## src/datapathPkg.sv

```systemverilog
`default_nettype none

package datapathPkg;

	typedef logic [31:0] wordT;

	typedef enum logic [3:0] {
		opAdd,
		opSub,
		opAnd,
		opOr,
		opShr,
		opShra,
		opShl,
		opRor,
		opRol,
		opMul,
		opDiv,
		opNeg,
		opNot,
		opIncPc // Bus plus one, Y is ignored.
	} aluOpT;

	// Codes 0 to 15 name R0 to R15 so the low bits index the register file.
	typedef enum logic [4:0] {
		srcR0, srcR1, srcR2, srcR3, srcR4, srcR5, srcR6, srcR7,
		srcR8, srcR9, srcR10, srcR11, srcR12, srcR13, srcR14, srcR15,
		srcHi,
		srcLo,
		srcZHi,
		srcZLo,
		srcPc,
		srcMdr,
		srcInPort,
		srcNone = 5'd31 // Bus reads zero.
	} busSrcT;

	typedef struct packed {
		logic [15:0] regIn;
		logic [15:0] regOut;
		logic pcIn;
		logic irIn;
		logic hiIn;
		logic loIn;
		logic yIn;
		logic zIn;
		logic marIn;
		logic mdrIn;
		logic read; // With mdrIn, MDR takes memory data instead of the bus.
		logic hiOut;
		logic loOut;
		logic zHiOut;
		logic zLoOut;
		logic pcOut;
		logic mdrOut;
		logic inPortOut;
		aluOpT aluOp;
	} ctrlT;

endpackage

`default_nettype wire
```

## src/regFile.sv

```systemverilog
`timescale 1ns/10ps
`default_nettype none

module regFile (
	input logic clk,
	input logic rstN,
	input datapathPkg::ctrlT ctrl,
	input datapathPkg::wordT bus,
	output datapathPkg::wordT regVals [0:15]
);

	datapathPkg::wordT regs [0:15];

	always_ff @(posedge clk or negedge rstN) begin
		if (!rstN) begin
			for (int i = 0; i < 16; i++) begin
				regs[i] <= '0;
			end
		end else begin
			for (int i = 0; i < 16; i++) begin
				if (ctrl.regIn[i]) begin
					regs[i] <= bus;
				end
			end
		end
	end

	always_comb begin
		for (int i = 0; i < 16; i++) begin
			regVals[i] = regs[i];
		end
	end

	// The sequencer loads at most one general register per cycle.
	regInOneHot: assert property (
		@(posedge clk) disable iff (!rstN)
		$onehot0(ctrl.regIn)
	) else $error("regFile: more than one regIn strobe high");

endmodule

`default_nettype wire

```

## config.mk

```make
export PLATFORM = sky130hd
export DESIGN_NAME = regFile
export DESIGN_NICKNAME = d
export VERILOG_FILES = /design/src/datapathPkg.sv /design/src/regFile.sv
export SDC_FILE = /design/constraint.sdc
export NUM_CORES = 1
export LEC_CHECK = 0
export BUFFER_PORTS_ARGS = -buffer_cell sky130_fd_sc_hd__buf_2
export CAP_MARGIN = 20
export CORE_AREA = 8 8 228 230
export CTS_CLUSTER_SIZE = 25
export DETAILED_ROUTE_END_ITERATION = 6
export DIE_AREA = 0 0 236 238
export GPL_TIMING_DRIVEN = 1
export PLACE_DENSITY = 0.67
export SLEW_MARGIN = 20
export SYNTH_ARGS = -nofsm -noshare
export SYNTH_HDL_FRONTEND = slang
export SYNTH_SLANG_ARGS = --single-unit
```

## constraint.sdc

```tcl
create_clock -name clk -period 1.15 [get_ports clk]
set_clock_uncertainty 0.05 [all_clocks]
set_input_delay 0.23 -clock clk [delete_from_list [all_inputs] [get_ports clk]]
set_output_delay 0.23 -clock clk [all_outputs]
set_load 0.01 [all_outputs]
```

==> results of run 1 <==
worst register-to-register path, stage by stage (launching register included):
cell	delay [ps]
dfrtp_1	400
buf_4	140
buf_4	130
mux2_4	270
per-layer routing:
metal,wire [um],global-route usage,vias to the layer above
li1,-,-,5625
met1,25400,0.262,6971
met2,32600,0.374,518
met3,4740,0.0685,133
met4,2690,0.0823,0
met5,0,0,-
cell families (layout without fill, tap and decap cells):
| family | after synthesis | in the layout | share of synthesized area |
|---|---|---|---|
| buffers and inverters | 96 | 996 | 0.0469 |
| DFF | 512 | 512 | 0.633 |
| muxes | 512 | 512 | 0.320 |
| other | 0 | 4 | 0 |
repair_timing:
action | 4_1_cts | 5_1_grt
setup buffers | 173 | 99
hold endpoints to repair | 513 | 0
hold buffers | 3 | 0
resized for setup | 323 | 55
endpoints found under the setup margin | 512 | 512
metrics by stage:
step	TNS (ps)	power, uW	instances	worst slack, ps	hold WS (ps)
final	-117540	47500	2646	-289	45.8
after global routing	-140220	49200	2646	-313	48.4
after CTS	-136250	47000	2543	-318	27.8
after detailed placement	-875	28600	2277	-51.2	5.79
after global placement	-426	28500	2277	-39.6	7.63
after floorplan	0	24900	1120	187	-116
final cells by class:
type,instances,area (sq um)
fillers,3408,19000
flip-flops and latches,512,12800
repair buffers,906,7620
multi-input cells,512,6480
clock buffers,77,1510
well taps,622,778
clock inverters,13,115
diodes,4,10.0
cells in the mapped netlist, drive strengths merged:
| master | number | area [sq um] |
|---|---|---|
| buf | 64 | 830 |
| clkbuf | 32 | 120 |
| dfrtp | 512 | 12800 |
| mux2 | 512 | 6480 |
final timing paths:
check,from,slack [ps],cells after the start,to
min reg2reg,regVals[463]$_DFFE_PN0P_,450,1,regVals[463]$_DFFE_PN0P_
min,ctrl[37],50,3,regVals[479]$_DFFE_PN0P_
max,regVals[114]$_DFFE_PN0P_,-290,1,regVals[114]
max in group asynchronous,rstN,290,3,regVals[178]$_DFFE_PN0P_
max reg2reg,regVals[165]$_DFFE_PN0P_,50,3,regVals[165]$_DFFE_PN0P_
min in group asynchronous,rstN,210,3,regVals[242]$_DFFE_PN0P_
layout by cell type (no fill, tap or decap):
cell type / count
clkinv_2: 11
buf_12: 41
mux2_2: 322
clkbuf_8: 9
dlygate4sd3_1: 3
clkbuf_16: 53
mux2_4: 190
bufinv_16: 2
dfrtp_1: 512
buf_2: 289
buf_6: 271
clkbuf_1: 15
diode_2: 4
buf_8: 1
buf_4: 301
power by group through the flow:
stage	logic, uW	registers, uW	clock network, uW
final	10000	21100	16400
after global routing	10600	21300	17400
after CTS	9300	21000	16700
after detailed placement	7470	21200	0
after global placement	7370	21100	0
after floorplan	2950	21900	0
==> flow_summary.json, run 1 <==
{
  "seq_power_share": 0.444,
  "powerDensity_mw_per_mm2": 1620,
  "grt_antenna_before_repair": 4,
  "gp_congestion": 0.808,
  "rsz0062_at_grt": "yes",
  "ios": 598,
  "fin_ws_ps": -289,
  "initial_core_util": 0.419,
  "p_clk_frac": 0.345,
  "max_freq_mhz": 695,
  "tightest_slew_ps": 495,
  "p_int_uw": 35100,
  "worstSetupEndpointType": "primary output",
  "die_h_um": 238,
  "routed_wl_um": 65400,
  "netlist_area_sq_mm": 0.0202,
  "holdCritPathClass": "input port to register",
  "ys_warn_count": 0,
  "ys_types": 6,
  "drive_gt1_frac": 0.738,
  "die_area_sq_mm": 0.0562,
  "area_delta_synth_final_pct": 44.9,
  "cp_slowest_cell": "dfrtp_1",
  "rows": 81,
  "critPathLaunchType": "register",
  "cts_num_sinks": 512,
  "io_buffers": 561,
  "worstPathArrival_ps": 1160,
  "status": "finished with violations",
  "gr-total-overflow": 0,
  "violations": "negative setup slack",
  "max_stage_delay_ps": 420,
  "cpLargestDelayFamily": "flip-flops",
  "ant_nets": 0,
  "cp_num_buf_inv": 1,
  "netSwitchingPower_uw": 12500,
  "timing.final.crit_share": 1.25,
  "clockRootBuffer": "clkbuf_16",
  "vias_per_cell": 5.01,
  "placed_area_sq_mm": 0.0239,
  "worst-path-max-fanout": 2,
  "clk_pin_slew_ps": 60,
  "finalSetupViolCount": 512,
  "post-dp-hpwl_um": 43900,
  "combPwrFrac": 0.211,
  "syn_nets": 1206,
  "p_leak_uw": 0.0143,
  "cts_inserted_buffers": 51,
  "ys_seq_elements": 512,
  "syn-mean-instance-area_sq_um": 18.1,
  "slew_violations": 0,
  "final_area_sq_mm": 0.0293,
  "worstPathCellList": "buf_2",
  "clockBufferDepth": 3,
  "synth_cells": 1120,
  "core_area_sq_mm": 0.0483,
  "peakVddDrop_mv": 1.28,
  "slew_headroom": 0.670,
  "grt_max_degree": 64,
  "track_usage": 0.220,
  "grt_pass1_wl_um": 94800,
  "largest_reg_flops": 512,
  "die_w_um": 236,
  "max_cap_violations": 0,
  "cts_tree": "yes",
  "vias": 13247,
  "drtIter0Drc": 510,
  "grt_pass1_vias": 14353,
  "hold_violations": 0,
  "htreeDepth": 2,
  "yosysSeqAreaShare": 0.633,
  "num-nets-final": 2069,
  "final_core_util": 0.607,
  "path_class": "register to primary output",
  "cp.required_ps": 870,
  "wl_per_cell_um": 24.7,
  "fin_crit_ps": 1440,
  "clkLatencyLatePin_ps": 570,
  "dr.pass1.iters": 5,
  "drc": 0,
  "switching_share": 0.262
}
No activity file was read; power rests on OpenSTA's default activity.
==> run 2, diff against run 1 <==
--- a/config.mk
+++ b/config.mk
@@ -13,6 +13,7 @@
 export DIE_AREA = 0 0 236 238
 export GPL_TIMING_DRIVEN = 1
 export PLACE_DENSITY = 0.67
+export RECOVER_POWER = 25
 export SLEW_MARGIN = 20
 export SYNTH_ARGS = -nofsm -noshare
 export SYNTH_HDL_FRONTEND = slang
==> flow_summary.json, run 2 (synthesis results as in run 1) <==
{
  "die_w_um": 236,
  "cts_num_sinks": 512,
  "drc": 0,
  "worst-path-max-fanout": 2,
  "cp_slowest_cell": "dfrtp_1",
  "path_class": "register to primary output",
  "drive_gt1_frac": 0.737,
  "vias_per_cell": 5.00,
  "worstSetupEndpointType": "primary output",
  "cts_tree": "yes",
  "grt_pass1_vias": 14353,
  "rows": 81,
  "final_area_sq_mm": 0.0293,
  "clockRootBuffer": "clkbuf_16",
  "vias": 13224,
  "rsz0062_at_grt": "yes",
  "cp_num_buf_inv": 1,
  "wl_per_cell_um": 24.8,
  "tightest_slew_ps": 650,
  "final_cell_mix": "dfrtp_1 (512), mux2_2 (322), buf_4 (296)",
  "placedCellCount": 2277,
  "max_cap_violations": 0,
  "post-place-ws_ps": -51.2,
  "p_leak_uw": 0.0143,
  "placed_area_sq_mm": 0.0239,
  "slew_violations": 0,
  "io_buffers": 561,
  "violations": "negative setup slack",
  "slew_headroom": 0.566,
  "final_common_cell": "dfrtp_1",
  "worstPathArrival_ps": 1150,
  "area_delta_synth_final_pct": 44.7,
  "gp_congestion": 0.808,
  "die_h_um": 238,
  "status": "finished with violations",
  "dr.pass1.iters": 4,
  "gr-total-overflow": 0,
  "finalNonFillerCells": 2646,
  "fill_cells": 3419,
  "grt_max_degree": 64,
  "critPathLaunchType": "register",
  "holdCritPathClass": "input port to register",
  "worstPathCellList": "buf_2",
  "htreeDepth": 2,
  "grt_antenna_before_repair": 4,
  "max_freq_mhz": 697,
  "fin_crit_ps": 1430,
  "timing.final.crit_share": 1.25,
  "ant_nets": 0,
  "clk_pin_slew_ps": 60,
  "core_area_sq_mm": 0.0483,
  "largest_reg_flops": 512,
  "cts_inserted_buffers": 51,
  "hold_violations": 0,
  "cp.required_ps": 870,
  "initial_core_util": 0.419,
  "ios": 598,
  "finalSetupViolCount": 677,
  "max_stage_delay_ps": 420,
  "clkLatencyLatePin_ps": 570,
  "track_usage": 0.220,
  "num-nets-final": 2069,
  "post-dp-hpwl_um": 43900,
  "clockBufferDepth": 3,
  "multi_input_area_sq_mm": 0.00648,
  "whs_ps": 46.3,
  "grt_pass1_wl_um": 94800,
  "peakVddDrop_mv": 1.28,
  "die_area_sq_mm": 0.0562,
  "powerDensity_mw_per_mm2": 1620,
  "fin_ws_ps": -284,
  "routed_wl_um": 65500,
  "sequential_cell_area_sq_mm": 0.0128,
  "cpLargestDelayFamily": "flip-flops",
  "drtIter0Drc": 507
}
[run 2: cell types whose count changed in the layout (fill, tap and decap cells not counted), sizes merged]
cell,previous run,this run
buf,903,894
dlymetal6s2s,0,1
clkbuf,77,85
[run 2: tightest hold or removal path: stages]
cell,delay [ps]
buf_2,140
buf_4,120
mux2_2,140
[run 2: path summary, 6_finish.rpt]
check                                              start                        to  slack, ps  cells past startpoint
worst max-delay path            regVals[114]$_DFFE_PN0P_              regVals[114]       -280                      1
worst max register to register  regVals[165]$_DFFE_PN0P_  regVals[165]$_DFFE_PN0P_         50                      3
max in group asynchronous                           rstN   regVals[91]$_DFFE_PN0P_       -130                      4
worst min register to register  regVals[418]$_DFFE_PN0P_  regVals[418]$_DFFE_PN0P_        450                      1
worst min-delay path                            ctrl[37]  regVals[479]$_DFFE_PN0P_         50                      3
min in group asynchronous                           rstN  regVals[242]$_DFFE_PN0P_        560                      3
[run 2: cell type report]
| type | count | area share |
|---|---|---|
| flip-flops and latches | 512 | 0.438 |
| multi-input cells | 512 | 0.221 |
| repair buffers | 906 | 0.259 |
| well taps | 622 | 0.0266 |
| diodes | 4 | 0.000342 |
| clock inverters | 13 | 0.00393 |
| clock buffers | 77 | 0.0514 |
[run 2: metal layers]
metal  track usage  up-vias  share of wire
li1              -     5625              -
met1         0.262     6956           0.39
met2         0.374      511           0.50
met3        0.0685      132          0.073
met4        0.0823        0          0.041
met5             0        -              0
[run 2: timing repair]
| item | CTS | global route |
|---|---|---|
| cloned | 0 | 0 |
| setup endpoints to repair | 512 | 512 |
| hold endpoints to repair | 513 | 0 |
| gates resized for setup | 323 | 55 |
| hold buffers | 3 | 0 |
| setup buffers | 173 | 99 |
[run 2: power by group]
group / internal (uW) / switching [uW] / total (uW)
Combinational: 5780 / 4230 / 10000
Sequential: 19800 / 1290 / 21100
Clock: 9440 / 6940 / 16400
[run 2: stage by stage]
step	power, uW	setup TNS, ps	util
final	47500	-133150	0.606
after global routing	49200	-174480	0.606
after CTS	47000	-136250	0.584
after detailed placement	28600	-875	0.495
after global placement	28500	-426	0.495
after floorplan	24900	0	-
