==> config.mk <==
export PLATFORM = sky130hd
export DESIGN_NAME = memInterface
export DESIGN_NICKNAME = d
export VERILOG_FILES = /design/src/datapathPkg.sv /design/src/memInterface.sv
export SDC_FILE = /design/constraint.sdc
export NUM_CORES = 1
export LEC_CHECK = 0
export ABC_AREA = 1
export BUFFER_PORTS_ARGS = -buffer_cell sky130_fd_sc_hd__clkbuf_2
export CAP_MARGIN = 20
export CORE_MARGIN = 2
export CORE_UTILIZATION = 46
export CTS_CLUSTER_SIZE = 24
export DETAILED_ROUTE_END_ITERATION = 12
export GPL_TIMING_DRIVEN = 0
export PLACE_DENSITY = 0.88
export SYNTH_ARGS = -nofsm -noshare
export SYNTH_HDL_FRONTEND = slang
export SYNTH_SLANG_ARGS = --single-unit
export TNS_END_PERCENT = 100
==> constraint.sdc <==
create_clock -name clk -period 1.3 [get_ports clk]
set_clock_uncertainty 0.2 [all_clocks]
set_input_delay 0.195 -clock clk [delete_from_list [all_inputs] [get_ports clk]]
set_output_delay 0.195 -clock clk [all_outputs]
set_load 0.02 [all_outputs]
==> src/datapathPkg.sv <==
`default_nettype none

package datapathPkg;

	typedef logic [31:0] wordT;

	typedef enum logic [3:0] {
		opAdd,
		opSub,
		opAnd,
		opOr,
		opShr,
		opShra,
		opShl,
		opRor,
		opRol,
		opMul,
		opDiv,
		opNeg,
		opNot,
		opIncPc // Bus plus one, Y is ignored.
	} aluOpT;

	// Codes 0 to 15 name R0 to R15 so the low bits index the register file.
	typedef enum logic [4:0] {
		srcR0, srcR1, srcR2, srcR3, srcR4, srcR5, srcR6, srcR7,
		srcR8, srcR9, srcR10, srcR11, srcR12, srcR13, srcR14, srcR15,
		srcHi,
		srcLo,
		srcZHi,
		srcZLo,
		srcPc,
		srcMdr,
		srcInPort,
		srcNone = 5'd31 // Bus reads zero.
	} busSrcT;

	typedef struct packed {
		logic [15:0] regIn;
		logic [15:0] regOut;
		logic pcIn;
		logic irIn;
		logic hiIn;
		logic loIn;
		logic yIn;
		logic zIn;
		logic marIn;
		logic mdrIn;
		logic read; // With mdrIn, MDR takes memory data instead of the bus.
		logic hiOut;
		logic loOut;
		logic zHiOut;
		logic zLoOut;
		logic pcOut;
		logic mdrOut;
		logic inPortOut;
		aluOpT aluOp;
	} ctrlT;

endpackage

`default_nettype wire
==> src/memInterface.sv <==
`timescale 1ns/10ps
`default_nettype none

module memInterface (
	input logic clk,
	input logic rstN,
	input datapathPkg::ctrlT ctrl,
	input datapathPkg::wordT bus,
	input datapathPkg::wordT mDataIn,
	output datapathPkg::wordT memAddr,
	output datapathPkg::wordT mdrVal
);

	datapathPkg::wordT mdrNext;

	always_comb begin
		mdrNext = ctrl.read ? mDataIn : bus; // Read picks the memory side.
	end

	always_ff @(posedge clk or negedge rstN) begin
		if (!rstN) begin
			memAddr <= '0;
		end else if (ctrl.marIn) begin
			memAddr <= bus;
		end
	end

	always_ff @(posedge clk or negedge rstN) begin
		if (!rstN) begin
			mdrVal <= '0;
		end else if (ctrl.mdrIn) begin
			mdrVal <= mdrNext;
		end
	end

	// A read with no MDR load would drop the memory word.
	readNeedsMdr: assert property (
		@(posedge clk) disable iff (!rstN)
		ctrl.read |-> ctrl.mdrIn
	) else $error("memInterface: read without mdrIn");

endmodule

`default_nettype wire

==> key figures, run 1 <==
Clocking
  • CTS Sinks: 64
  • Root buf cell: clkbuf_8
  • TritonCTS clock tree: built
  • Post-CTS Hold Buffers: 66
  • Clk Latency, worst-skew pair: 0.31 ns
  • CTS H-Tree Depth: 3
  • CTS buffer count: 9
  • Max clock buf depth: 2
  • Reg clk slew, reported paths: 0.08 ns

Pwr
  • Power share of the clock group: 31.7%
  • Combinational fraction of design power: 25.6%
  • Power per cell area: 1120 mW/mm²
  • Net Sw Frac: 30.0%
  • Cell internal pwr: 3790 µW
  • Leak pwr: 0.00277 µW
  • Tot Pwr: 5420 µW
  • IR drop worst, VDD: 0.671 mV
  • Net Sw Power: 1620 µW
  • Register share of total power: 42.7%

Die
  • Core Area: 0.00624 mm²
  • Rows: 29
  • Die height: 83.8 µm
  • Starting Density: 46.9%
  • Die area: 0.00702 mm²
  • Die width: 83.8 µm
  • Num ports: 182

Route
  • Vias per cell: 4.89
  • Pre-Repair DR Iteration Count: 4
  • WL final: 10.4 mm
  • DRC Markers: 0
  • DR vias: 3324
  • DR WL/cell: 15.3 µm
  • Detailed Route Iter0 Violations: 210
  • Number of routed nets with antenna violations: 0

Placement
  • Routability cong.: 0.858
  • Port bufs: 129
  • DP Cell Count: 581
  • Post-detail-place hpwl: 5.58 mm

Yosys
  • Seq cells post-synth: 64
  • Mapped Area: 0.00293 mm²
  • Post-synth cell types: 11
  • Syn nets: 493
  • Mapped Avg Cell Area: 7.80 µm²
  • YS warnings: 0
  • Mapped Cells: 375
  • Seq/Total Area, Yosys: 54.7%

Layout
  • N_diodes: 0
  • # fillers: 417
  • Fin util: 77.5%
  • Most common cell after layout, fill and taps aside: nand2_1
  • Share of layout cells above drive strength 1: 30.3%
  • Area grow syn2layout: 65.3%
  • Most frequent cells in the layout: nand2_1, clkbuf_2, dlygate4sd3_1
  • # nets final: 716
  • Final cell count without fillers: 680

GRT
  • Initial antenna violation count: 0
  • Total gr overflow: 0
  • Met1 Use GR: 33.9%
  • GRT Overall Usage: 28.4%
  • First-pass GRT wire length: 15.9 mm
  • Pin count of the biggest net entering global routing: 65
  • Met3 Resource Use GR: 5.44%
  • GR Util met2: 50.0%
  • Most used routing layer: met2
  • Vias in the first global route: 3467

Min path
  • Hold Crit Class: in2async

Timing
  • Final critical-path share of the clock period: 103%
  • Min cycle time layout: 1.34 ns
  • Max-slew violations: 0
  • Final setup viols: 2
  • Worst setup margin: -0.0442 ns
  • WHS: -0.192 ns
  • RSZ-0062 raised after global routing: yes
  • Worst slew margin: 41.1%
  • Setup TNS: -0.0497 ns
  • Final Hold Vio Count: 64
  • Worst-margin pin slew: 0.883 ns
  • Fmax: 744 MHz

Critical path
  • Register-to-register setup slack: 0.29 ns
  • Critical path, cell by cell: dlygate4sd3_1, buf_4, buf_4, nor2_1, a21oi_1
  • CP max stage delay: 0.54 ns
  • Crit path max-delay cell type: dlygate4sd3_1
  • Crit path required time: 1.28 ns
  • Setup CP Type: in2reg
  • Crit start category: input port
  • Largest fanout on the critical path: 10
  • CP most frequent cell: buf_4
  • CP Capture Type: flop
  • Worst Path Arrival: 1.33 ns

Job
  • MaxCap Viol Count: 0

Outcome
  • Failing checks: negative hold slack, negative setup slack
  • Status: finished with violations
## synth_stat cells
cell / count / share of area, %
dfrtp_1: 64 / 55
inv_1: 64 / 8.2
inv_4: 1 / 0.21
a21oi_1: 32 / 5.5
buf_6: 5 / 1.9
buf_4: 7 / 1.8
nand3_1: 32 / 5.5
inv_2: 1 / 0.13
buf_2: 9 / 1.5
nand2_1: 128 / 16
nor2_1: 32 / 4.1
## metrics by stage
step / setup slack [ns] / area [µm²] / hold slack [ns]
global placement: -0.529 / 3670 / 0.233
finish: -0.0442 / 4840 / -0.192
floorplan: 0.354 / 2930 / -0.301
detailed placement: 0.126 / 3670 / 0.189
global route: -0.0309 / 4840 / -0.121
CTS: 0.00306 / 4530 / -0.168
## per-layer routing
layer / part of all wire (%) / routed length (µm)
met5: 0 / 0
met1: 39 / 4010
met4: 3.1 / 323
met3: 6.1 / 634
met2: 52 / 5410
## worst max-delay path: cells and delay by family
family,cells,cell delay (ns)
AO/OA/AOI/OAI,1,0.07
buffers and inverters,3,0.89
AND/OR/NAND/NOR,1,0.16
## path summary, 6_finish.rpt
path                       cells after the start         from          end
setup / recovery                               5     ctrl[13]  memAddr[29]
hold / removal                                 1         rstN   memAddr[4]
setup reg to reg                               3  memAddr[30]  memAddr[30]
hold reg to reg                                2   mdrVal[23]   mdrVal[23]
max in group asynchronous                      1         rstN   mdrVal[29]
min in group clk                               5  mDataIn[30]   mdrVal[30]
## what timing repair did
item,in CTS,in global routing
setup buffers,0,14
endpoints found under the setup margin,0,51
endpoints found under the hold margin,128,64
resized for setup,0,66
## cells by family (layout without fill, tap and decap cells)
group,Yosys count,in the layout,synth area share (%)
compound gates,32,32,5.47
buf+inv,87,315,13.8
flops,64,64,54.7
simple gates,192,192,26.0
## cell type report
cell class	instances	area, µm²	area share, %
multi-input combinational	224	921	19.0
buffer	21	199	4.11
tap	77	96.3	1.99
inverter	66	263	5.43
sequential	64	1600	33.1
clock inverter	3	40.0	0.828
timing repair buffer	212	1560	32.2
clock buffer	13	159	3.29
## flip-flops by register name, indices dropped and copies added (netlist names)
register	cells
mdrVal	32
memAddr	32
## power by group through the flow
stage	clock, µW	combinational [µW]	sequential, µW
2_1_floorplan	0	354	2570
3_3_place_gp	0	1010	2330
3_5_place_dp	0	1040	2340
4_1_cts	1750	1190	2300
5_1_grt	1830	1490	2330
6_report	1720	1380	2310
Power figures use the tool's default switching activity.
==> run 2, diff against run 1 <==
--- a/config.mk
+++ b/config.mk
@@ -8,12 +8,12 @@
 export ABC_AREA = 1
 export BUFFER_PORTS_ARGS = -buffer_cell sky130_fd_sc_hd__clkbuf_2
 export CAP_MARGIN = 20
-export CORE_MARGIN = 2
-export CORE_UTILIZATION = 46
+export CORE_UTILIZATION = 39
 export CTS_CLUSTER_SIZE = 24
 export DETAILED_ROUTE_END_ITERATION = 12
 export GPL_TIMING_DRIVEN = 0
-export PLACE_DENSITY = 0.88
+export PLACE_DENSITY = 0.8
+export SETUP_SLACK_MARGIN = 0.5
 export SYNTH_ARGS = -nofsm -noshare
 export SYNTH_HDL_FRONTEND = slang
 export SYNTH_SLANG_ARGS = --single-unit
==> constraint.sdc (replaced) <==
create_clock -name clk -period 1.2 [get_ports clk]
set_clock_uncertainty 0.2 [all_clocks]
set_input_delay 0.18 -clock clk [delete_from_list [all_inputs] [get_ports clk]]
set_output_delay 0.18 -clock clk [all_outputs]
set_load 0.02 [all_outputs]
==> key figures, run 2 (synthesis gave the netlist of run 1 again) <==
Route
  • DR WL/cell: 13.7 µm (was 15.3 µm)
  • Number of routed nets with antenna violations: 0 (unchanged)
  • Pre-Repair DR Iteration Count: 4 (unchanged)
  • DRC Markers: 0 (unchanged)
  • DR vias: 2958 (was 3324)
  • Vias per cell: 4.64 (was 4.89)
  • WL final: 8.77 mm (was 10.4 mm)
  • Detailed Route Iter0 Violations: 146 (was 210)

GRT
  • Total gr overflow: 0 (unchanged)
  • First-pass GRT wire length: 11.9 mm (was 15.9 mm)
  • Pin count of the biggest net entering global routing: 65 (unchanged)
  • Vias in the first global route: 2540 (was 3467)
  • GRT Overall Usage: 20.0% (was 28.4%)
  • Initial antenna violation count: 0 (unchanged)

Placement
  • Post-detail-place hpwl: 5.63 mm (was 5.58 mm)
  • DP Cell Count: 603 (was 581)
  • Routability cong.: 0.735 (was 0.858)
  • Placed cell area: 0.00380 mm² (was 0.00367 mm²)
  • Port bufs: 129 (unchanged)

Die
  • Starting Density: 40.3% (was 46.9%)
  • Num ports: 182 (unchanged)
  • Die width: 88.6 µm (was 83.8 µm)
  • Die height: 88.6 µm (was 83.8 µm)
  • Rows: 31 (was 29)
  • Die area: 0.00785 mm² (was 0.00702 mm²)
  • Core Area: 0.00725 mm² (was 0.00624 mm²)

Timing
  • Max-slew violations: 0 (unchanged)
  • Final setup viols: 64 (was 2)
  • WHS: -0.385 ns (was -0.192 ns)
  • Final critical-path share of the clock period: 107%
  • Final Hold Vio Count: 127 (was 64)
  • Min cycle time layout: 1.28 ns
  • Worst slew margin: 65.5% (was 41.1%)
  • Worst-margin pin slew: 0.517 ns (was 0.883 ns)
  • RSZ-0062 raised after global routing: yes (unchanged)
  • Fmax: 781 MHz
  • Worst setup margin: -0.0808 ns (was -0.0442 ns)

Clocking
  • CTS buffer count: 9 (unchanged)
  • Max clock buf depth: 2 (unchanged)
  • Reg clk slew, reported paths: 0.07 ns (was 0.08 ns)
  • CTS H-Tree Depth: 3 (unchanged)
  • Root buf cell: clkbuf_8 (unchanged)
  • CTS Sinks: 64 (unchanged)
  • Clk Latency, worst-skew pair: 0.33 ns (was 0.31 ns)
  • TritonCTS clock tree: built (unchanged)

Critical path
  • Crit path max-delay cell type: dfrtp_2 (was dlygate4sd3_1)
  • Worst path bufs/invs: 1 (was 3)
  • Worst Path Arrival: 0.90 ns (was 1.33 ns)
  • CP max stage delay: 0.43 ns (was 0.54 ns)
  • Critical path, cell by cell: buf_8 (was dlygate4sd3_1, buf_4, buf_4, nor2_1, a21oi_1)
  • Crit start category: flop (was input port)
  • CP Capture Type: output pin (was flop)
  • Register-to-register setup slack: 0.15 ns (was 0.29 ns)
  • CP delay by family, top: flip-flops (was buffers and inverters)
  • Largest fanout on the critical path: 2 (was 10)
  • Setup CP Type: reg2out (was in2reg)
  • Crit path required time: 0.82 ns (was 1.28 ns)

Layout
  • Area occupied by registers: 0.00168 mm² (was 0.00160 mm²)
  • Footprint of the multi-input gates: 0.00111 mm² (was 921 µm²)
  • # nets final: 652 (was 716)
  • Most common cell after layout, fill and taps aside: nand2_1 (unchanged)
  • Share of layout cells above drive strength 1: 55.8% (was 30.3%)
  • Largest regs: mdrVal x32, memAddr x32 (unchanged)
  • Final cell count without fillers: 638 (was 680)
  • Post-route cell area: 0.00483 mm² (was 0.00484 mm²)
  • N_diodes: 0 (unchanged)
  • Most frequent cells in the layout: nand2_1, buf_6, inv_1, clkbuf_2, dfrtp_2 (was nand2_1, clkbuf_2, dlygate4sd3_1)
  • # fillers: 589 (was 417)
  • Area grow syn2layout: 64.9% (was 65.3%)

Pwr
  • Leak pwr: 0.00254 µW (was 0.00277 µW)
  • Power per cell area: 1220 mW/mm² (was 1120 mW/mm²)
  • IR drop worst, VDD: 0.674 mV (was 0.671 mV)

Job
  • MaxCap Viol Count: 0 (unchanged)

Outcome
  • Status: finished with violations (unchanged)
  • Failing checks: negative hold slack, negative setup slack (unchanged)

Min path
  • Hold Crit Class: in2async (unchanged)
## run 2: cell types whose count changed in the layout (fill, tap and decap cells not counted), sizes merged
cell,previous run,this run
dlygate4sd3,65,0
clkbuf,128,75
buf,52,104
clkinvlp,0,2
bufinv,1,0
clkinv,3,4
dlymetal6s4s,1,0
inv,65,66
## run 2: cell type report
type | instances | area share, %
clock inverter | 6 | 0.726
sequential | 64 | 34.8
buffer | 21 | 3.58
clock buffer | 10 | 2.85
inverter | 66 | 5.24
multi-input combinational | 224 | 23.0
timing repair buffer | 148 | 27.2
tap | 99 | 2.57
## run 2: worst paths after layout
check                      cells past startpoint     endpoint   startpoint
max reg2reg                                    4    mdrVal[8]    mdrVal[8]
max                                            1  memAddr[27]  memAddr[27]
max in group asynchronous                      1  memAddr[12]         rstN
min reg2reg                                    2   mdrVal[18]   mdrVal[18]
min                                            1   mdrVal[29]         rstN
min in group clk                               3   memAddr[2]       bus[2]
## run 2: timing repair
item,in CTS,in global routing
buffers inserted,4,15
endpoints found under the setup margin,192,128
endpoints found under the hold margin,128,121
pin swaps,52,7
resized for setup,40,229
## run 2: metrics by stage
step                      setup TNS, ns  power (µW)  setup slack [ns]  util (%)  hold WS, ns
after global placement           -47.06        3660            -0.741      52.3        0.215
after CTS                         -5.66        5450            -0.105      57.4       -0.365
after detailed placement          -2.39        3700           -0.0431      52.4        0.182
after global routing              -5.94        6150            -0.108      66.6       -0.351
final                             -4.15        5870           -0.0808      66.6       -0.385
after floorplan                       0        3220             0.278         -       -0.316
## run 2: power breakdown
part | switching, µW | leakage [µW] | internal, µW | total [µW]
clock | 825 | 0.0000878 | 790 | 1620
sequential | 201 | 0.000679 | 2410 | 2610
combinational | 812 | 0.00178 | 829 | 1640
total | 1840 | 0.00254 | 4030 | 5870
## run 2: layer usage
metal | global-route usage (%) | up-vias | share of wire, %
met1 | 25.6 | 1410 | 40
met5 | 0 | - | 0
li1 | - | 1432 | -
met4 | 7.77 | 0 | 1.6
met2 | 33.5 | 103 | 54
met3 | 4.10 | 13 | 4.6
