### src/datapathPkg.sv
`default_nettype none

package datapathPkg;

	typedef logic [31:0] wordT;

	typedef enum logic [3:0] {
		opAdd,
		opSub,
		opAnd,
		opOr,
		opShr,
		opShra,
		opShl,
		opRor,
		opRol,
		opMul,
		opDiv,
		opNeg,
		opNot,
		opIncPc // Bus plus one, Y is ignored.
	} aluOpT;

	// Codes 0 to 15 name R0 to R15 so the low bits index the register file.
	typedef enum logic [4:0] {
		srcR0, srcR1, srcR2, srcR3, srcR4, srcR5, srcR6, srcR7,
		srcR8, srcR9, srcR10, srcR11, srcR12, srcR13, srcR14, srcR15,
		srcHi,
		srcLo,
		srcZHi,
		srcZLo,
		srcPc,
		srcMdr,
		srcInPort,
		srcNone = 5'd31 // Bus reads zero.
	} busSrcT;

	typedef struct packed {
		logic [15:0] regIn;
		logic [15:0] regOut;
		logic pcIn;
		logic irIn;
		logic hiIn;
		logic loIn;
		logic yIn;
		logic zIn;
		logic marIn;
		logic mdrIn;
		logic read; // With mdrIn, MDR takes memory data instead of the bus.
		logic hiOut;
		logic loOut;
		logic zHiOut;
		logic zLoOut;
		logic pcOut;
		logic mdrOut;
		logic inPortOut;
		aluOpT aluOp;
	} ctrlT;

endpackage

`default_nettype wire
### src/cpuRegs.sv
`timescale 1ns/10ps
`default_nettype none

module cpuRegs (
	input logic clk,
	input logic rstN,
	input datapathPkg::ctrlT ctrl,
	input datapathPkg::wordT bus,
	output datapathPkg::wordT pcVal,
	output datapathPkg::wordT irVal,
	output datapathPkg::wordT hiVal,
	output datapathPkg::wordT loVal
);

	// The PC increments by a trip through the ALU with opIncPc, then back in over the bus.
	always_ff @(posedge clk or negedge rstN) begin
		if (!rstN) begin
			pcVal <= '0;
		end else if (ctrl.pcIn) begin
			pcVal <= bus;
		end
	end

	always_ff @(posedge clk or negedge rstN) begin
		if (!rstN) begin
			irVal <= '0;
		end else if (ctrl.irIn) begin
			irVal <= bus; // Held for the decode logic.
		end
	end

	// HI and LO take the wide results after ZHi and ZLo are moved over.
	always_ff @(posedge clk or negedge rstN) begin
		if (!rstN) begin
			hiVal <= '0;
			loVal <= '0;
		end else begin
			if (ctrl.hiIn) begin
				hiVal <= bus;
			end
			if (ctrl.loIn) begin
				loVal <= bus;
			end
		end
	end

	// A PC load from ZLo must follow a Z load; checks the increment sequence.
	pcFromZ: assert property (
		@(posedge clk) disable iff (!rstN)
		(ctrl.pcIn && ctrl.zLoOut) |-> $past(ctrl.zIn, 1) || $past(ctrl.zLoOut, 1)
	) else $error("cpuRegs: PC loaded from ZLo without a preceding Z load");

endmodule

`default_nettype wire

### config.mk
export PLATFORM = sky130hd
export DESIGN_NAME = cpuRegs
export DESIGN_NICKNAME = d
export VERILOG_FILES = /design/src/datapathPkg.sv /design/src/cpuRegs.sv
export SDC_FILE = /design/constraint.sdc
export NUM_CORES = 1
export LEC_CHECK = 0
export ABC_AREA = 1
export BUFFER_PORTS_ARGS = -buffer_cell sky130_fd_sc_hd__buf_2
export CAP_MARGIN = 20
export CORE_ASPECT_RATIO = 1.75
export CORE_MARGIN = 10
export CORE_UTILIZATION = 51
export DETAILED_ROUTE_END_ITERATION = 12
export GPL_TIMING_DRIVEN = 0
export PLACE_DENSITY = 0.88
export SYNTH_ARGS = -nofsm -noshare
export SYNTH_HDL_FRONTEND = slang
export SYNTH_SLANG_ARGS = --single-unit
### constraint.sdc
create_clock -name clk -period 1.6 [get_ports clk]
set_clock_uncertainty 0.1 [all_clocks]
set_input_delay 0.08 -clock clk [delete_from_list [all_inputs] [get_ports clk]]
set_output_delay 0.08 -clock clk [all_outputs]
set_load 0.02 [all_outputs]
==> metrics.txt, run 1 <==
Critical Path Start Type=input pin; post-route worst setup slack=about 160 ps; pre-CTS setup slack=about 700 ps; number of synthesized register bits=about 130; Crit Path Class=input pin to flop; LEAKAGE=4.03 nW; CP Data Arrival Time=1640 ps; port bufs=161; Vias=around 4500; Worst VDD drop=904 uV; clk buf depth=2; Die Height=151 um; register area=3200 um2; Post-Route WL=around 16 mm; Placer Congestion=around 0.85; setup violators final=0; post-synth net total=630; I/O pins=214; cells on worst reg2reg path=2; root buffer cell=clkbuf_16; Power Dens Cells=roughly 1300 nW/um2; WL/cell=between 15 and 20 um; Final ANT Viol Nets=0; GR Util All Layers=between 20% and 30%; period utilization=around 90%; floorplan row count=48; RR Endpoint=loVal[22]; sw frac=27.6%; CTS buffer count=17; CP required=between 1500 and 2000 ps; hold crit path type=input pin to async pin; total power=0.00929 W; grt ovf=0; drt first pass iters=5; Internal=between 0.006 and 0.007 W; initial antenna violation count=0; Post-Synthesis Cells=between 500 and 600; DP Area=6030 um2; final core utilization=approximately 72%; core footprint=roughly 9800 um2; CP max FO=10; ranking of synthesized cells by area=dfrtp_1 64%, nand2_1 27%, buf_6 3.8%, nand2_2 2.7%, buf_4 1.2%; Avg Synthesized Cell Area=9.26 um2; Hold Fails Final Rpt=0; post-synthesis sequential area ratio=about 64%; clock sink count=128; net load switching power=~0.0026 W; multi-input logic area=approximately 1500 um2; layout cells sized above 1=31.8%; worst slew pin tran=about 520 ps; clk slew on worst S/H paths=roughly 60 ps; first-pass GRT wire length=approximately 26 mm; H-tree levels=4; Area Overhead vs Synth=40.8%; Setup crit end kind=flop; Ant. Diodes=0; clock insertion delay at the later pin of the skew report=slightly above 400 ps; part of the power in registers=just under 40%; Synth Warn #=0; status=finished, final reports clean; Die ar.=14400 um2; max cap viols=0; Resized Gates After CTS=0; combinational group share of total power=about 16%; final net count=approximately 850; 1st-iter DRT viols=between 200 and 300; vias in the first global route=~5000; synthesized area=5040 um2; Synth top area share=63.6%; largest net degree at the start of global routing=75; fin crit period=between 1000 and 1500 ps; Fillers=~660; DRC errors left=0; post-DP HPWL=about 11 mm; initial core utilization=between 50% and 60%; Horiz. Die Dim=approximately 95 um; Hold Worst Slack=about 120 ps; Worst R2R Setup Slack=approximately 840 ps; unrepaired setup endpoints after global routing=false; Slew headroom=between 60% and 70%; clock network fraction of total power=roughly 44%; CTS tree=done; routed vias/inst=between 5 and 6; Post-Layout Inst Area=between 7000 and 8000 um2; Final Max Tran Viols=0; Synth area leader=dfrtp_1; reg-to-reg startpoint=loVal[22]; Max Freq=around 0.7 GHz; Yosys cell types=9
per-stage QoR:
stage                     TNS, ps  std cells
after CTS                       0        905
after floorplan                 0        544
after detailed placement        0        831
after global routing            0        905
after global placement    -139770        830
final                           0        905
worst max-delay path: stages:
cell	delay, ps
dlygate4sd3_1	570
buf_6	150
buf_4	170
nand2_1	70
dlygate4sd3_1	550
nand2_1	60
cells in the mapped netlist, drive strengths merged:
cell type and count:
buf 28, inv 4, dfrtp 128, nand2 384
how the worst max path moves through the flow:
stage | from | to | cells after the start
after detailed placement | rstN | hiVal[26] | 2
after CTS | ctrl[16] | loVal[4] | 6
final | ctrl[16] | loVal[4] | 6
after floorplan | hiVal[10] | hiVal[10] | 2
after global routing | ctrl[16] | loVal[5] | 6
after global placement | rstN | hiVal[22] | 1
state kept, by name (all words and copies together) (netlist names):
| name | flops |
|---|---|
| irVal | 32 |
| pcVal | 32 |
| loVal | 32 |
| hiVal | 32 |
layout by cell type (no fill, tap or decap):
| cell | count |
|---|---|
| clkbuf_16 | 17 |
| buf_2 | 160 |
| clkbuf_8 | 2 |
| buf_16 | 1 |
| buf_12 | 2 |
| inv_8 | 1 |
| dlygate4sd3_1 | 42 |
| bufinv_16 | 4 |
| clkinv_2 | 2 |
| nand2_1 | 362 |
| buf_6 | 18 |
| buf_4 | 8 |
| clkinv_4 | 3 |
| buf_8 | 1 |
| inv_4 | 3 |
| nand2_2 | 22 |
| clkinvlp_4 | 4 |
| dfrtp_1 | 128 |
layer usage:
metal  part of all wire [%]  routed length, um  global-route usage (%)  up-vias
met5                      0                  0                       0        -
met4                    5.8                918                    15.7        0
met3                    9.3               1480                    8.29       69
met2                     51               8060                    37.7      251
met1                     34               5460                    24.3     2141
li1                       -                  -                       -     2074
cell type report:
type	instances	share of cell area (%)
plain buffers	28	4.32
flip-flops and latches	128	45.2
clock buffers	19	6.39
multi-input cells	384	21.1
clock inverters	13	2.63
inverters	4	0.423
repair buffers	204	17.8
well taps	125	2.21
timing repair:
| item | CTS | global route |
|---|---|---|
| setup buffers | 0 | 0 |
| hold endpoints to repair | 211 | 0 |
| hold buffers | 42 | 0 |
kinds of logic (layout without fill, tap and decap cells):
logic type,after synthesis,count (layout),synth area share [%]
buf+inv,32,268,6.68
flops,128,128,63.6
simple gates,384,384,29.7
power by group through the flow:
stage	combinational (W)	sequential, W	clock, W
after floorplan	0.000406	0.00410	0
after global routing	0.00161	0.00373	0.00430
final	0.00148	0.00370	0.00411
after CTS	0.00148	0.00369	0.00414
after detailed placement	0.00140	0.00374	0
after global placement	0.00134	0.00373	0
Note: power is estimated with default switching activity, not from simulation.
==> run 2: changes to the inputs <==
--- a/config.mk
+++ b/config.mk
@@ -13,7 +13,7 @@
 export CORE_UTILIZATION = 51
 export DETAILED_ROUTE_END_ITERATION = 12
 export GPL_TIMING_DRIVEN = 0
-export PLACE_DENSITY = 0.88
+export PLACE_DENSITY = 0.85
 export SYNTH_ARGS = -nofsm -noshare
 export SYNTH_HDL_FRONTEND = slang
 export SYNTH_SLANG_ARGS = --single-unit
==> run 2 against run 1 <==
Utilization is essentially flat. Highest routed layer unchanged. Sequential power is essentially flat. Final cell count shrank 0.22%.
==> metrics.txt, run 2 (same netlist as run 1, synthesis figures left out) <==
port bufs=161 (unchanged); period utilization=88.9% (-1.0 points); CP max-delay cell=dlygate4sd3_1; Critical Path Start Type=input pin; WL/cell=18.5 um (+5.0%); Power Dens Cells=1340 nW/um2 (+2.6%); multi-input logic area=1500 um2 (unchanged); LEAKAGE=4.04 nW (+0.26%); Placer Congestion=0.823 (-3.6%); Die ar.=14400 um2 (unchanged); Ant. Diodes=0 (unchanged); total power=0.00953 W (+2.6%); Fillers=667 (+0.91%); setup violators final=0 (unchanged); worst setup path end=irVal[21]; clock insertion delay at the later pin of the skew report=420 ps (about the same); Finished Layout Cells=903 (-0.22%); grt ovf=0 (unchanged); Crit Path Class=input pin to flop; most frequent cells in the layout=362 x nand2_1, 160 x buf_2, 128 x dfrtp_1, 40 x dlygate4sd3_1, 22 x nand2_2; Post-Route WL=16.7 mm (+4.8%); I/O pins=214 (unchanged); initial antenna violation count=0 (unchanged); Setup crit end kind=flop; floorplan row count=48 (unchanged); root buffer cell=clkbuf_16; largest net degree at the start of global routing=81 (+8.0%); clock sink count=128 (unchanged); RR Endpoint=pcVal[3]; hold crit path type=input pin to async pin; max cap viols=0 (unchanged); cells on worst reg2reg path=2 (unchanged); Slew headroom=69.3% (+3.7 points); pre-CTS setup slack=697 ps (+6.76 ps); GR Util All Layers=24.2% (+1.1 points); placed cell count=831 (unchanged); drt first pass iters=5 (unchanged); Resized Gates After CTS=0 (unchanged); Final ANT Viol Nets=0 (unchanged); status=finished, final reports clean; Worst VDD drop=1030 uV (+14%); setup bufs post-CTS=0 (unchanged); CTS tree=done; most common cell after layout, fill and taps aside=nand2_1; Worst R2R Setup Slack=790 ps (-50 ps); CP required=1810 ps (about the same); H-tree levels=4 (unchanged); Final Max Tran Viols=0 (unchanged); clk slew on worst S/H paths=60 ps (about the same); unrepaired setup endpoints after global routing=false; CTS buffer count=17 (unchanged); CP Data Arrival Time=1630 ps (about the same); Hold Fails Final Rpt=0 (unchanged); CP peak stage delay=560 ps (about the same); first-pass GRT wire length=26.1 mm (+2.2%); worst slew pin tran=461 ps (-55.3 ps); Max Freq=0.703 GHz (+1.1%); reg-to-reg startpoint=pcVal[3]; final net count=851 (-0.23%); Vias=4619 (+1.9%); 1st-iter DRT viols=267 (-2.2%); crit-path cells=dlygate4sd3_1 -> buf_6 -> buf_4 -> nand2_1 -> dlygate4sd3_1 -> nand2_1; DRC errors left=0 (unchanged); crit path launch=ctrl[18]; post-DP HPWL=11.0 mm (+1.4%); register area=3200 um2 (unchanged); Area Overhead vs Synth=40.8% (about the same); Die Height=151 um (unchanged); fin crit period=1420 ps (-16.1 ps); Horiz. Die Dim=95.1 um (unchanged); CP max FO=10 (unchanged); initial core utilization=51.4% (unchanged); core footprint=9790 um2 (unchanged); clk buf depth=2 (unchanged); routed vias/inst=5.12 (+2.1%); vias in the first global route=4895 (-2.1%); layout cells sized above 1=31.5% (-0.30 points); post-route worst setup slack=178 ps (+16.1 ps); Post-CTS Hold Fix Bufs=40 (-4.8%)
run 2: changes by cell type in the layout (fill, tap and decap cells not counted), sizes merged:
| cell | before | now |
|---|---|---|
| bufinv | 4 | 6 |
| clkbuf | 19 | 21 |
| clkinv | 5 | 3 |
| clkinvlp | 4 | 2 |
| dlygate4sd3 | 42 | 40 |
run 2: routing by layer:
layer  wire length [um]  track usage [%]  up-vias
li1                   -                -     2077
met1               5510             23.9     2200
met2               8530             40.6      256
met3               1590             9.03       86
met4               1050             17.0        0
met5                  0                0        -
run 2: final cells by class:
class                   count  share of cell area, %
clock buffers              21                   6.35
repair buffers            202                   17.5
well taps                 125                   2.20
multi-input cells         384                   21.1
plain buffers              28                   4.32
clock inverters            11                   2.96
flip-flops and latches    128                   45.2
inverters                   4                  0.423
run 2: how the worst min path moves through the flow:
stage,from,end,slack [ps],cells after the start
after floorplan,rstN,hiVal[0],-320,0
after global placement,bus[21],irVal[21],230,3
after detailed placement,rstN,irVal[26],-50,1
after CTS,rstN,irVal[22],90,2
after global routing,rstN,pcVal[25],120,2
final,rstN,pcVal[25],70,2
run 2: where the power goes:
group | switching, W | leakage, nW | internal [W]
Sequential | 0.000176 | 1.56 | 0.00353
Combinational | 0.000985 | 2.16 | 0.000503
Clock | 0.00139 | 0.317 | 0.00295
Total | 0.00255 | 4.04 | 0.00698
run 2: per-stage QoR:
step                hold slack [ps]  TNS, ps  utilization (%)  cell area [um2]
global placement                226  -148420             61.3             6000
floorplan                      -316        0                -             5040
detailed placement            -48.8        0             61.6             6030
global route                    117        0             72.5             7090
finish                         72.8        0             72.5             7090
CTS                            85.3        0             72.5             7090
run 2: worst max-delay path: cells and delay by family:
kind | cells | cell delay, ps
AND/OR/NAND/NOR | 2 | 130
buffers and inverters | 4 | 1430
==> run 3: changes to the inputs <==
--- a/config.mk
+++ b/config.mk
@@ -9,11 +9,12 @@
 export BUFFER_PORTS_ARGS = -buffer_cell sky130_fd_sc_hd__buf_2
 export CAP_MARGIN = 20
 export CORE_ASPECT_RATIO = 1.75
-export CORE_MARGIN = 10
+export CORE_MARGIN = 5
 export CORE_UTILIZATION = 51
 export DETAILED_ROUTE_END_ITERATION = 12
 export GPL_TIMING_DRIVEN = 0
 export PLACE_DENSITY = 0.85
+export RECOVER_POWER = 100
 export SYNTH_ARGS = -nofsm -noshare
 export SYNTH_HDL_FRONTEND = slang
 export SYNTH_SLANG_ARGS = --single-unit
==> run 3 against run 2 <==
Setup slack improved by 4.0 ps. First-iteration DRC count is 5.6% lower. Non-clock buffer count increased by 2. Final area fell by 5.4%. Critical path depth down 1. Utilization down 3.9 points. Maximum frequency is 0.28% higher. Count of clock-buffer cells in the layout up 3. Sequential power about the same. Combinational power decreased by 11%. Sequential cell count did not move. Largest power group is now sequential cells.
==> metrics.txt, run 3 (same netlist as run 1, synthesis figures left out) <==
largest net degree at the start of global routing=75 (-7.4%); Post-Route WL=15.0 mm (-10%); Post-CTS Hold Fix Bufs=42 (+5.0%); H-tree levels=4 (unchanged); Placer Congestion=0.866 (+5.2%); first-pass GRT wire length=24.1 mm (-7.6%); setup violators final=0 (unchanged); setup bufs post-CTS=0 (unchanged); final net count=853 (+0.24%); hold crit path type=input pin to async pin; Slew headroom=48.1% (-21 points); floorplan row count=48 (unchanged); cells on worst reg2reg path=2 (unchanged); Worst VDD drop=846 uV (-18%); clock sink count=128 (unchanged); layout cells sized above 1=12.9% (-19 points); CP max FO=6 (-4); Die ar.=12000 um2 (-16%); grt met1 use=28.0% (+4.1 points); Post-Layout Inst Area=6710 um2 (-5.4%); post-route worst setup slack=182 ps (+3.98 ps); Final ANT Viol Nets=0 (unchanged); root buffer cell=clkbuf_16; GR Util met2=45.2% (+4.6 points); routed vias/inst=5.01 (-2.0%); WL/cell=16.6 um (-10%); met3 Use GR=6.91% (-2.1 points); drt first pass iters=6 (+1); clk slew on worst S/H paths=50 ps (about the same); port bufs=161 (unchanged); CTS tree=done; post-DP HPWL=10.1 mm (-8.2%); Setup crit end kind=flop; Crit Path Class=input pin to flop; DRC errors left=0 (unchanged); initial core utilization=51.4% (unchanged); unrepaired setup endpoints after global routing=false; clock insertion delay at the later pin of the skew report=400 ps (-20 ps); gr busiest metal=met2; max cap viols=0 (unchanged); Worst R2R Setup Slack=840 ps (+50 ps); CP required=1840 ps (+30 ps); Max Freq=0.705 GHz (+0.28%); Horiz. Die Dim=85.1 um (-11%); initial antenna violation count=0 (unchanged); Vias=4537 (-1.8%); reg-to-reg startpoint=irVal[28]; worst slew pin tran=778 ps (+317 ps); core footprint=9790 um2 (unchanged); Critical Path Start Type=input pin; GR Util All Layers=25.9% (+1.7 points); fin crit period=1420 ps (-3.98 ps); Hold Fails Final Rpt=0 (unchanged); CTS buffer count=17 (unchanged); period utilization=88.6% (-0.25 points); Final Max Tran Viols=0 (unchanged); LEAKAGE=3.52 nW (-13%); I/O pins=214 (unchanged); vias in the first global route=4834 (-1.2%); most common cell after layout, fill and taps aside=nand2_1; most frequent cells in the layout=362 x nand2_1, 146 x clkbuf_1, 128 x dfrtp_1, 42 x dlygate4sd3_1, 32 x buf_2; Die Height=141 um (-6.6%); status=finished, final reports clean; CP Data Arrival Time=1660 ps (+30 ps); Hold Worst Slack=212 ps (+139 ps); pre-CTS setup slack=682 ps (-15.4 ps); Area Overhead vs Synth=33.2%; Power Dens Cells=1280 nW/um2 (-4.7%); RR Endpoint=irVal[28]; Resized Gates After CTS=0 (unchanged); DP Area=6030 um2 (unchanged); 1st-iter DRT viols=252 (-5.6%); clk buf depth=2 (unchanged); grt ovf=0 (unchanged)
-- run 3: changes by cell type in the layout (fill, tap and decap cells not counted), moves of 2 or more --
cell,before,now
bufinv_16,6,1
buf_2,160,32
dlygate4sd3_1,40,42
diode_2,0,2
clkbuf_8,1,4
clkbuf_1,3,146
buf_4,8,5
buf_12,2,0
clkbuf_2,0,2
buf_6,18,6
-- run 3: layout make-up --
cell class                      count  area (um2)
Fill cell                         775        3080
Multi-Input combinational cell    384        1500
Clock inverter                      6        57.6
Tap cell                          125         156
Timing Repair Buffer              204        1100
Buffer                             28         171
Antenna cell                        2        5.00
Clock buffer                       24         492
Inverter                            4        30.0
Sequential cell                   128        3200
-- run 3: worst max-delay path by stage --
stage | start | end | cells past startpoint
after CTS | ctrl[17] | hiVal[27] | 6
final | ctrl[16] | loVal[0] | 5
after detailed placement | rstN | loVal[17] | 2
after global placement | rstN | loVal[14] | 1
after floorplan | hiVal[10] | hiVal[10] | 2
after global routing | ctrl[19] | pcVal[10] | 6
-- run 3: metrics by stage --
step	util, %	setup TNS [ps]	total power (W)	instances
5_1_grt	68.5	0	0.00894	903
6_report	68.5	0	0.00859	905
3_5_place_dp	61.6	0	0.00512	831
2_1_floorplan	-	0	0.00451	544
4_1_cts	71.5	0	0.00875	903
3_3_place_gp	61.3	-145520	0.00505	830
-- run 3: routing by layer --
layer  share of wire, %  routed length [um]
met5                  0                   0
met4                4.2                 628
met3                7.5                1120
met2                 53                7980
met1                 35                5260
-- run 3: critical path, stage by stage --
cell and delay [ps]:
dlygate4sd3_1 530, clkbuf_1 300, nand2_1 100, dlygate4sd3_1 570, nand2_1 70
-- run 3: power by group --
part,switching [W],internal (W),total [W]
Clock,0.00127,0.00227,0.00354
Sequential,0.000186,0.00353,0.00372
Combinational,0.000943,0.000386,0.00133
Total,0.00240,0.00619,0.00859
